==> src/source/decimation_pkg.sv <==
/* Widths, the sample beat struct and the enums shared by the decimation subsystem.
   Modules import it inside their body and use scoped names in their headers. */

package decimation_pkg;

    // Signed sample width on every stream
    localparam int DATA_WIDTH = 16;

    // Largest ratio as a power of two, also the accumulator headroom
    localparam int MAX_RATIO_LOG2 = 7;

    localparam int RATIO_WIDTH = 3;

    // Wide enough for N_STREAMS * N_CHANNELS global tags at the default sizes
    localparam int TAG_WIDTH = 4;

    typedef struct packed {
        logic signed [DATA_WIDTH-1:0] data;
        logic [TAG_WIDTH-1:0] tag;
        logic last;
    } sample_beat_t;

    // Sample keeps the closing sample, average emits the floored mean of the group
    typedef enum logic {
        MODE_SAMPLE,
        MODE_AVERAGE
    } decimation_mode_t;

    // Address of a configuration write within one stream
    typedef enum logic {
        FIELD_RATIO,
        FIELD_MODE
    } config_field_t;

endpackage

==> src/source/decimation_subsystem.sv <==
/* Top level of the decimation front end: configuration registers, one decimator
   per input stream and the output arbiter. */
`timescale 1ns/10ps

module decimation_subsystem #(
    parameter int N_STREAMS = 2,
    parameter int N_CHANNELS = 4,
    localparam int STREAM_WIDTH = $clog2(N_STREAMS > 1 ? N_STREAMS : 2)
) (
    input logic clock,
    input logic reset,
    input logic [N_STREAMS-1:0] stream_valid,
    output logic [N_STREAMS-1:0] stream_ready,
    input decimation_pkg::sample_beat_t stream_beat [N_STREAMS],
    input logic config_write,
    input logic [STREAM_WIDTH-1:0] config_stream,
    input decimation_pkg::config_field_t config_field,
    input logic [decimation_pkg::RATIO_WIDTH-1:0] config_value,
    output logic out_valid,
    input logic out_ready,
    output decimation_pkg::sample_beat_t out_beat
);

    import decimation_pkg::*;

    logic [RATIO_WIDTH-1:0] ratio [N_STREAMS];
    decimation_mode_t mode [N_STREAMS];

    logic [N_STREAMS-1:0] dec_valid;
    logic [N_STREAMS-1:0] dec_ready;
    sample_beat_t dec_beat [N_STREAMS];

    decimator_config #(
        .N_STREAMS(N_STREAMS)
    ) decimator_config_inst (
        .clock(clock),
        .reset(reset),
        .config_write(config_write),
        .config_stream(config_stream),
        .config_field(config_field),
        .config_value(config_value),
        .ratio(ratio),
        .mode(mode)
    );

    for (genvar i = 0; i < N_STREAMS; i++) begin : gen_decimator
        sample_decimator #(
            .N_CHANNELS(N_CHANNELS)
        ) sample_decimator_inst (
            .clock(clock),
            .reset(reset),
            .in_valid(stream_valid[i]),
            .in_ready(stream_ready[i]),
            .in_beat(stream_beat[i]),
            .ratio(ratio[i]),
            .mode(mode[i]),
            .out_valid(dec_valid[i]),
            .out_ready(dec_ready[i]),
            .out_beat(dec_beat[i])
        );
    end

    stream_arbiter #(
        .N_STREAMS(N_STREAMS),
        .N_CHANNELS(N_CHANNELS)
    ) stream_arbiter_inst (
        .clock(clock),
        .reset(reset),
        .in_valid(dec_valid),
        .in_ready(dec_ready),
        .in_beat(dec_beat),
        .out_valid(out_valid),
        .out_ready(out_ready),
        .out_beat(out_beat)
    );

endmodule

==> src/source/decimator_config.sv <==
/* Per-stream ratio and mode registers, updated by a one-cycle write strobe.
   Each stream's decimator reads its ratio and mode as static levels. */
`timescale 1ns/10ps

module decimator_config #(
    parameter int N_STREAMS = 2,
    localparam int STREAM_WIDTH = $clog2(N_STREAMS > 1 ? N_STREAMS : 2)
) (
    input logic clock,
    input logic reset,
    input logic config_write,
    input logic [STREAM_WIDTH-1:0] config_stream,
    input decimation_pkg::config_field_t config_field,
    input logic [decimation_pkg::RATIO_WIDTH-1:0] config_value,
    output logic [decimation_pkg::RATIO_WIDTH-1:0] ratio [N_STREAMS],
    output decimation_pkg::decimation_mode_t mode [N_STREAMS]
);

    import decimation_pkg::*;

    logic [RATIO_WIDTH-1:0] clamped_ratio;
    logic stream_in_range;
    decimation_mode_t written_mode;

    // Ratios beyond the accumulator headroom are limited to the largest one
    assign clamped_ratio = (int'(config_value) > MAX_RATIO_LOG2) ?
                           RATIO_WIDTH'(MAX_RATIO_LOG2) : config_value;

    // Writes to a stream that does not exist are dropped
    assign stream_in_range = int'(config_stream) < N_STREAMS;

    // Bit 0 of the value selects the mode
    assign written_mode = decimation_mode_t'(config_value[0]);

    always_ff @(posedge clock) begin
        if (!reset) begin
            for (int i = 0; i < N_STREAMS; i++) begin
                ratio[i] <= '0;
                mode[i] <= MODE_SAMPLE;
            end
        end else if (config_write && stream_in_range) begin
            case (config_field)
                FIELD_RATIO: begin
                    ratio[config_stream] <= clamped_ratio;
                end
                FIELD_MODE: begin
                    mode[config_stream] <= written_mode;
                end
                default: begin
                end
            endcase
        end
    end

endmodule

==> src/source/sample_decimator.sv <==
/* Multi-channel decimator for one stream. Closes groups of 2^ratio beats per channel
   and emits either the closing sample or the floored group mean through a one-beat register. */
`timescale 1ns/10ps

module sample_decimator #(
    parameter int N_CHANNELS = 4
) (
    input logic clock,
    input logic reset,
    input logic in_valid,
    output logic in_ready,
    input decimation_pkg::sample_beat_t in_beat,
    input logic [decimation_pkg::RATIO_WIDTH-1:0] ratio,
    input decimation_pkg::decimation_mode_t mode,
    output logic out_valid,
    input logic out_ready,
    output decimation_pkg::sample_beat_t out_beat
);

    import decimation_pkg::*;

    localparam int ACC_WIDTH = DATA_WIDTH + MAX_RATIO_LOG2;
    localparam int COUNT_WIDTH = MAX_RATIO_LOG2;
    localparam int CHANNEL_WIDTH = $clog2(N_CHANNELS > 1 ? N_CHANNELS : 2);

    // Per-channel group state, selected by the tag of the incoming beat
    logic [COUNT_WIDTH-1:0] count [N_CHANNELS];
    logic signed [ACC_WIDTH-1:0] accumulator [N_CHANNELS];

    logic [CHANNEL_WIDTH-1:0] channel;
    logic [COUNT_WIDTH-1:0] group_last;
    logic group_end;
    logic accept;
    logic signed [ACC_WIDTH-1:0] extended_sample;
    logic signed [ACC_WIDTH-1:0] group_sum;
    logic signed [ACC_WIDTH-1:0] group_mean;
    logic signed [DATA_WIDTH-1:0] decimated_data;

    assign channel = in_beat.tag[CHANNEL_WIDTH-1:0];

    // The output register can take a new beat when empty or being drained now
    assign in_ready = !out_valid || out_ready;
    assign accept = in_valid && in_ready;

    // Index of the beat that closes a group, one less than 2^ratio
    assign group_last = COUNT_WIDTH'(((COUNT_WIDTH + 1)'(1) << ratio) - (COUNT_WIDTH + 1)'(1));
    assign group_end = (ratio == '0) || (count[channel] == group_last);

    assign extended_sample = {{MAX_RATIO_LOG2{in_beat.data[DATA_WIDTH-1]}}, in_beat.data};
    assign group_sum = accumulator[channel] + extended_sample;

    // Arithmetic shift of the signed sum rounds toward minus infinity.
    // The headroom bits keep a full group of extreme samples from wrapping
    assign group_mean = group_sum >>> ratio;

    assign decimated_data = (mode == MODE_AVERAGE) ? group_mean[DATA_WIDTH-1:0] : in_beat.data;

    always_ff @(posedge clock) begin
        if (!reset) begin
            out_valid <= 1'b0;
            for (int i = 0; i < N_CHANNELS; i++) begin
                count[i] <= '0;
                accumulator[i] <= '0;
            end
        end else begin
            if (out_valid && out_ready) begin
                out_valid <= 1'b0;
            end
            if (accept) begin
                if (group_end) begin
                    count[channel] <= '0;
                    accumulator[channel] <= '0;
                    out_valid <= 1'b1;
                end else begin
                    count[channel] <= count[channel] + 1'b1;
                    accumulator[channel] <= group_sum;
                end
            end
        end
    end

    // The closing beat carries its own tag and last flag to the output
    always_ff @(posedge clock) begin
        if (accept && group_end) begin
            out_beat.data <= decimated_data;
            out_beat.tag <= in_beat.tag;
            out_beat.last <= in_beat.last;
        end
    end

endmodule

==> src/source/stream_arbiter.sv <==
/* Round-robin merge of the decimator outputs onto one stream.
   The grant is held while the output stalls and local tags become global channel numbers. */
`timescale 1ns/10ps

module stream_arbiter #(
    parameter int N_STREAMS = 2,
    parameter int N_CHANNELS = 4
) (
    input logic clock,
    input logic reset,
    input logic [N_STREAMS-1:0] in_valid,
    output logic [N_STREAMS-1:0] in_ready,
    input decimation_pkg::sample_beat_t in_beat [N_STREAMS],
    output logic out_valid,
    input logic out_ready,
    output decimation_pkg::sample_beat_t out_beat
);

    import decimation_pkg::*;

    localparam int STREAM_WIDTH = $clog2(N_STREAMS > 1 ? N_STREAMS : 2);

    logic [STREAM_WIDTH-1:0] priority_ptr;
    logic [STREAM_WIDTH-1:0] held_grant;
    logic held;
    logic [STREAM_WIDTH-1:0] next_grant;
    logic [STREAM_WIDTH-1:0] grant;
    logic [STREAM_WIDTH-1:0] after_grant;

    // First valid stream at or after the priority pointer
    always_comb begin
        int candidate;
        logic found;
        next_grant = priority_ptr;
        found = 1'b0;
        for (int i = 0; i < N_STREAMS; i++) begin
            candidate = int'(priority_ptr) + i;
            if (candidate >= N_STREAMS) begin
                candidate = candidate - N_STREAMS;
            end
            if (!found && in_valid[candidate]) begin
                next_grant = STREAM_WIDTH'(candidate);
                found = 1'b1;
            end
        end
    end

    // A stalled output keeps the stream it already shows
    assign grant = held ? held_grant : next_grant;
    assign after_grant = (int'(grant) == N_STREAMS - 1) ? '0 : grant + 1'b1;

    assign out_valid = in_valid[grant];

    always_comb begin
        out_beat = in_beat[grant];
        out_beat.tag = TAG_WIDTH'(int'(grant) * N_CHANNELS + int'(in_beat[grant].tag));
    end

    always_comb begin
        in_ready = '0;
        in_ready[grant] = out_ready;
    end

    always_ff @(posedge clock) begin
        if (!reset) begin
            priority_ptr <= '0;
            held_grant <= '0;
            held <= 1'b0;
        end else if (out_valid && out_ready) begin
            held <= 1'b0;
            priority_ptr <= after_grant;
        end else if (out_valid) begin
            held <= 1'b1;
            held_grant <= grant;
        end
    end

endmodule

==> config.mk <==
export PLATFORM = sky130hd
export DESIGN_NAME = decimation_subsystem
export DESIGN_NICKNAME = d
export VERILOG_FILES = /design/src/source/decimation_pkg.sv /design/src/source/decimation_subsystem.sv /design/src/source/decimator_config.sv /design/src/source/sample_decimator.sv /design/src/source/stream_arbiter.sv
export SDC_FILE = /design/constraint.sdc
export NUM_CORES = 1
export LEC_CHECK = 0
export BUFFER_PORTS_ARGS = -buffer_cell sky130_fd_sc_hd__clkbuf_2
export CAP_MARGIN = 10
export CORE_ASPECT_RATIO = 0.75
export CORE_MARGIN = 4
export CORE_UTILIZATION = 57
export DETAILED_ROUTE_END_ITERATION = 6
export HOLD_SLACK_MARGIN = 0.15
export PLACE_DENSITY_LB_ADDON = 0.1
export REMOVE_ABC_BUFFERS = 1
export SLEW_MARGIN = 25
export SYNTH_ARGS = -nofsm -noshare
export SYNTH_HDL_FRONTEND = slang
export SYNTH_SLANG_ARGS = --single-unit
==> constraint.sdc <==
create_clock -name clock -period 13.3 [get_ports clock]
set_input_delay 0.665 -clock clock [delete_from_list [all_inputs] [get_ports clock]]
set_output_delay 0.665 -clock clock [all_outputs]
set_load 0.005 [all_outputs]
==> results by stage <==
Worst setup path:
- The slowest stage of the critical path is the sky130_fd_sc_hd__mux4_2 cell.
- The worst setup path is captured at a register.
- The setup path with the least slack is of type in2reg.
- The kind of launch point of the worst setup path is an input port.
- Walking the worst path, the cells encountered are clkbuf_2 -> buf_4 -> mux4_2 -> ha_1 -> inv_1 -> fa_1 -> nand2b_1 -> a21oi_1 -> o21ai_0 -> o211ai_1 -> a31oi_1 -> xor2_1 -> mux2i_1 -> a221oi_1 -> o32ai_1.
- The delay contributed by the slowest stage of the critical path is about 0.6 ns.
- The dominant delay contributor by cell family on the critical path is compound AO/OA/AOI/OAI gates.
- The maximum fanout encountered on the critical timing path is 36.
- The critical path data required time is between 10 and 15 ns.
- The slack of the worst reg-to-reg path is around 8.8 ns.
- The worst setup path startpoint is stream_beat[1].
- Counting both buffers and inverters, the worst setup path holds a total of 3.
- The cell count of the worst reg-to-reg path is 14.
- The reg-to-reg startpoint is decimator_config_inst.ratio[2].
- The worst path arrival time is 4.83 ns.
- The critical path runs through a total of 15 cells.

Pwr:
- Summed over all cells, the static leakage comes to 7.289 nW.
- The switching share of total power is between 20% and 30%.
- The peak supply drop is slightly above 0.1 mV.
- Of the total power, the clock network draws 33.3%.
- The total power consumption of the routed design is 2.493 mW.
- The analysis attributes to net switching a power of about 730 uW.
- The register share of total power is a little over two fifths.
- In this run the power density over the cells is 134.7 nW/um2.
- The internal power of the cells totals 1.759 mW.
- The combinational cell fraction of total power is a little under a quarter.

Die:
- The die area is 32,380 um2.
- The height of the chip is 156.8 um.
- Pin placement for this block handled 77 I/O pins.
- The die outline width is approximately 210 um.
- In this run the standard cell core region covers 29,120 um2.
- The initialized floorplan defines 54 standard-cell rows.
- The starting utilization of the core area is between 50 and 60%.

Finish:
- The count of non-filler cells in the finished layout is 1,959.
- Cells with a size suffix above 1 make up between 10% and 20% of the layout.
- The post-synthesis to final-layout area growth is 9.907%.
- Cells fill a little under two thirds of the core in the end.
- The final antenna diode count is 0.
- The number of nets in the final layout is about 1,600.

Logic synthesis:
- After synthesis, the mean cell area works out to between 10 and 15 um2.
- The unique cell type count in the Yosys netlist is 75.
- The post-synthesis sequential area ratio is 51.85%.
- After synthesis, the cell types taking the most area are sky130_fd_sc_hd__edfxtp_1 (50%), sky130_fd_sc_hd__mux4_2 (9.0%), sky130_fd_sc_hd__nor2_1 (6.3%).
- The total number of yosys warnings is 0.
- The proportion of register bits with asynchronous set or reset after synthesis is 0%.
- The largest total area in the synthesized netlist belongs to sky130_fd_sc_hd__edfxtp_1.
- Among all flip-flop cells after synthesis, the most frequent one is sky130_fd_sc_hd__edfxtp_1.
- The portion of synthesized cell area occupied by the leading cell type is around 50%.
- The cell area that synthesis handed to floorplanning was roughly 17,000 um2.
- After synthesis the netlist holds a flip-flop and latch count of 295.
- The count of mapped cells out of synthesis is ~1,500.
- In this run, synthesis inferred 282 flip-flops with an integrated enable.

CTS:
- Clock latency on the worst-skew pair, taken at its later pin, is 0.57 ns.
- CTS built an H-tree with a depth of 1.
- The hold buffer count at cts is 0.
- Post-CTS timing repair inserted 0 buffers for setup.
- The largest buffer count on any clock path is 3.
- Once the clock tree was built, the resizer swapped 0 gates to a different size.
- The clock root buffer is sky130_fd_sc_hd__clkbuf_16.
- CTS saw about 300 sinks.
- The clock tree from TritonCTS is built.
- The CTS buffer count is 30.
- The clock slew seen by the registers of the worst setup and hold paths is approximately 0.060 ns.

STA:
- The clock tree skew after final layout is approximately 0.013 ns.
- For the pin with the worst max-slew slack, the measured transition is around 1.0 ns.
- The count of pins over their slew limit is 0.
- The post-route worst setup slack is between 8 and 9 ns.
- After routing, the total negative slack on setup checks comes to 0 ns.
- The minimum clock period is ~4.6 ns.
- Of the available clock period, the critical path in the final layout requires 34.29%.
- Headroom to the max-slew limit came out at 32.00%.
- The total count of hold-check failures in the final report is 0.
- Setup repair after global routing left no endpoint under its margin.
- The count of endpoints failing setup in the final report is 0.
- The achievable clock frequency is between 200 and 250 MHz.

GRT:
- Entering global routing, the biggest net connects 37 pins.
- The first global-routing pass estimated between 60,000 and 70,000 um of wire.
- The number of antenna violations at the first check in global routing came to 0.
- The global-route total usage across every layer is between 20% and 30%.
- The total overflow reported by the global router is 0.
- The number of global-route vias before repair is ~12,000.

Run status:
- The flow ran to the end, and the final reports show no timing, DRC or antenna violations.

Drt:
- The count of routing violations after the opening detailed-route iteration is around 1,200.
- Summed over all layers, the routed wires come to 42,740 um.
- The number of vias per cell is around 6.2.
- The via count is roughly 12,000.
- The remaining routing DRC violations is 0.
- The iteration count of the initial detailed-routing pass is 5.
- The post-route antenna net violation count is 0.
- After detailed routing, the average wire length per cell comes to 21.82 um.

Placed design:
- Before CTS, the worst setup slack after placement is approximately 8.2 ns.
- After detailed placement, the design holds a cell count of roughly 1,900.
- In this run the tool buffered the top-level ports with 76 buffer cells.
- The HPWL after detailed placement is 28,910 um.
- Routability-driven placement finished with a final weighted congestion of around 0.93.

Job:
- The tool flagged a number of max-cap violations equal to 0.

Min path:
- Along the worst hold path, the cell count comes to 1.
- The kind of path behind the tightest hold check is in2reg.
## metrics by stage
stage          hold slack (ns)  instance area (um2)
5_1_grt                 0.2495                18500
4_1_cts                 0.2475                18500
3_5_place_dp            0.5338                17550
2_1_floorplan           0.4868                16420
3_3_place_gp            0.5073                17540
6_report                0.2749                18500
## registers in the layout, summed over array words and instances, names as in the netlist
| name | cells |
|---|---|
| decimator_config_inst.mode | 2 |
| gen_decimator.sample_decimator_inst.out_beat | 42 |
| decimator_config_inst.ratio | 6 |
| gen_decimator.sample_decimator_inst.count | 56 |
| gen_decimator.sample_decimator_inst.out_valid | 2 |
| stream_arbiter_inst.priority_ptr | 1 |
| stream_arbiter_inst.held_grant | 1 |
| gen_decimator.sample_decimator_inst.accumulator | 184 |
| stream_arbiter_inst.held | 1 |
## placed cells by master (no fill, tap or decap), drive strengths merged, types with 17 or more instances in the layout
cell type and instances:
xor2 30, ha 49, mux2i 43, o21ai 50, xnor2 35, nand2b 28
clkbuf 112, nand2 139, a21oi 87, edfxtp 282, nor2 283, nor3 20
mux4 67, mux2 17, inv 62, buf 23, nand3 24
## cells by family after synthesis
logic type,after synthesis,synth area share (%)
flops,295,51.85
buf+inv,157,3.857
fa+ha+maj,52,3.947
mux,127,12.73
compound gates,259,10.03
xor+xnor,65,3.382
simple gates,554,14.20
## worst register-to-register path: cells and delay by family, from the launching register on
family,cells,cell delay [ns]
adder cells (fa/ha/maj),1,0.32
buffers and inverters,2,0.65
AO/OA/AOI/OAI,3,0.52
AND/OR/NAND/NOR,8,2.42
flip-flops,1,0.32
## cells in the mapped netlist (all sizes together), types with 3 or more instances
master and n:
xnor2 35, nor2 283, o21a 9, or3 6, o22ai 5, o211a 4, nand4 10, a211o 3
dfxtp 13, edfxtp 282, nand2 139, a41o 3, xor2 30, and2 6, a41oi 3, inv 60
mux2i 43, o31ai 7, o21ai 50, mux2 17, nor4 3, a221oi 3, o211ai 6, o221ai 11
mux4 67, buf 28, o311ai 3, nand4b 4, a31oi 8, o221a 3, a21oi 87, and3 10
clkbuf 67, a21o 14, nand3 24, nor2b 9, or2 6, nand2b 28, ha 49, nor3 20
a211oi 11, a221o 5, a311oi 3, o22a 3, o21bai 4
## how the worst min path moves through the flow
stage	start	endpoint	slack, ns
after global placement	stream_arbiter_inst.priority_ptr	stream_arbiter_inst.priority_ptr	0.51
after floorplan	stream_arbiter_inst.priority_ptr	stream_arbiter_inst.priority_ptr	0.49
final	stream_beat[25]	gen_decimator[0].sample_decimator_inst.out_beat[4]	0.27
after global routing	stream_beat[25]	gen_decimator[0].sample_decimator_inst.out_beat[4]	0.25
after detailed placement	stream_arbiter_inst.priority_ptr	stream_arbiter_inst.priority_ptr	0.53
after CTS	stream_beat[25]	gen_decimator[0].sample_decimator_inst.out_beat[4]	0.25
## final cells by class
| class | instances | area [um2] |
|---|---|---|
| Fill cell | 2305 | 10620 |
| Sequential cell | 295 | 8728 |
| Multi-Input combinational cell | 1057 | 7541 |
| Clock buffer | 36 | 773.2 |
| Timing Repair Buffer | 99 | 553.0 |
| Tap cell | 392 | 490.5 |
| Inverter | 62 | 232.7 |
| Clock inverter | 18 | 183.9 |
## metal layers
metal	vias to the layer above	track usage (%)	part of all wire, %	wire (um)
li1	5615	-	-	-
met1	5983	42.57	46	19750
met2	478	38.56	42	18090
met3	52	6.857	9.9	4221
met4	0	4.655	1.6	680
met5	-	0	0	0
## power groups by stage
stage	clock [mW]	sequential (mW)	combinational, mW
after floorplan	0	1.11	0.375
after global placement	0	1.11	0.553
after detailed placement	0	1.11	0.560
after CTS	0.843	1.09	0.563
after global routing	0.890	1.09	0.625
final	0.830	1.09	0.572
(Power assumes the default switching activity.)
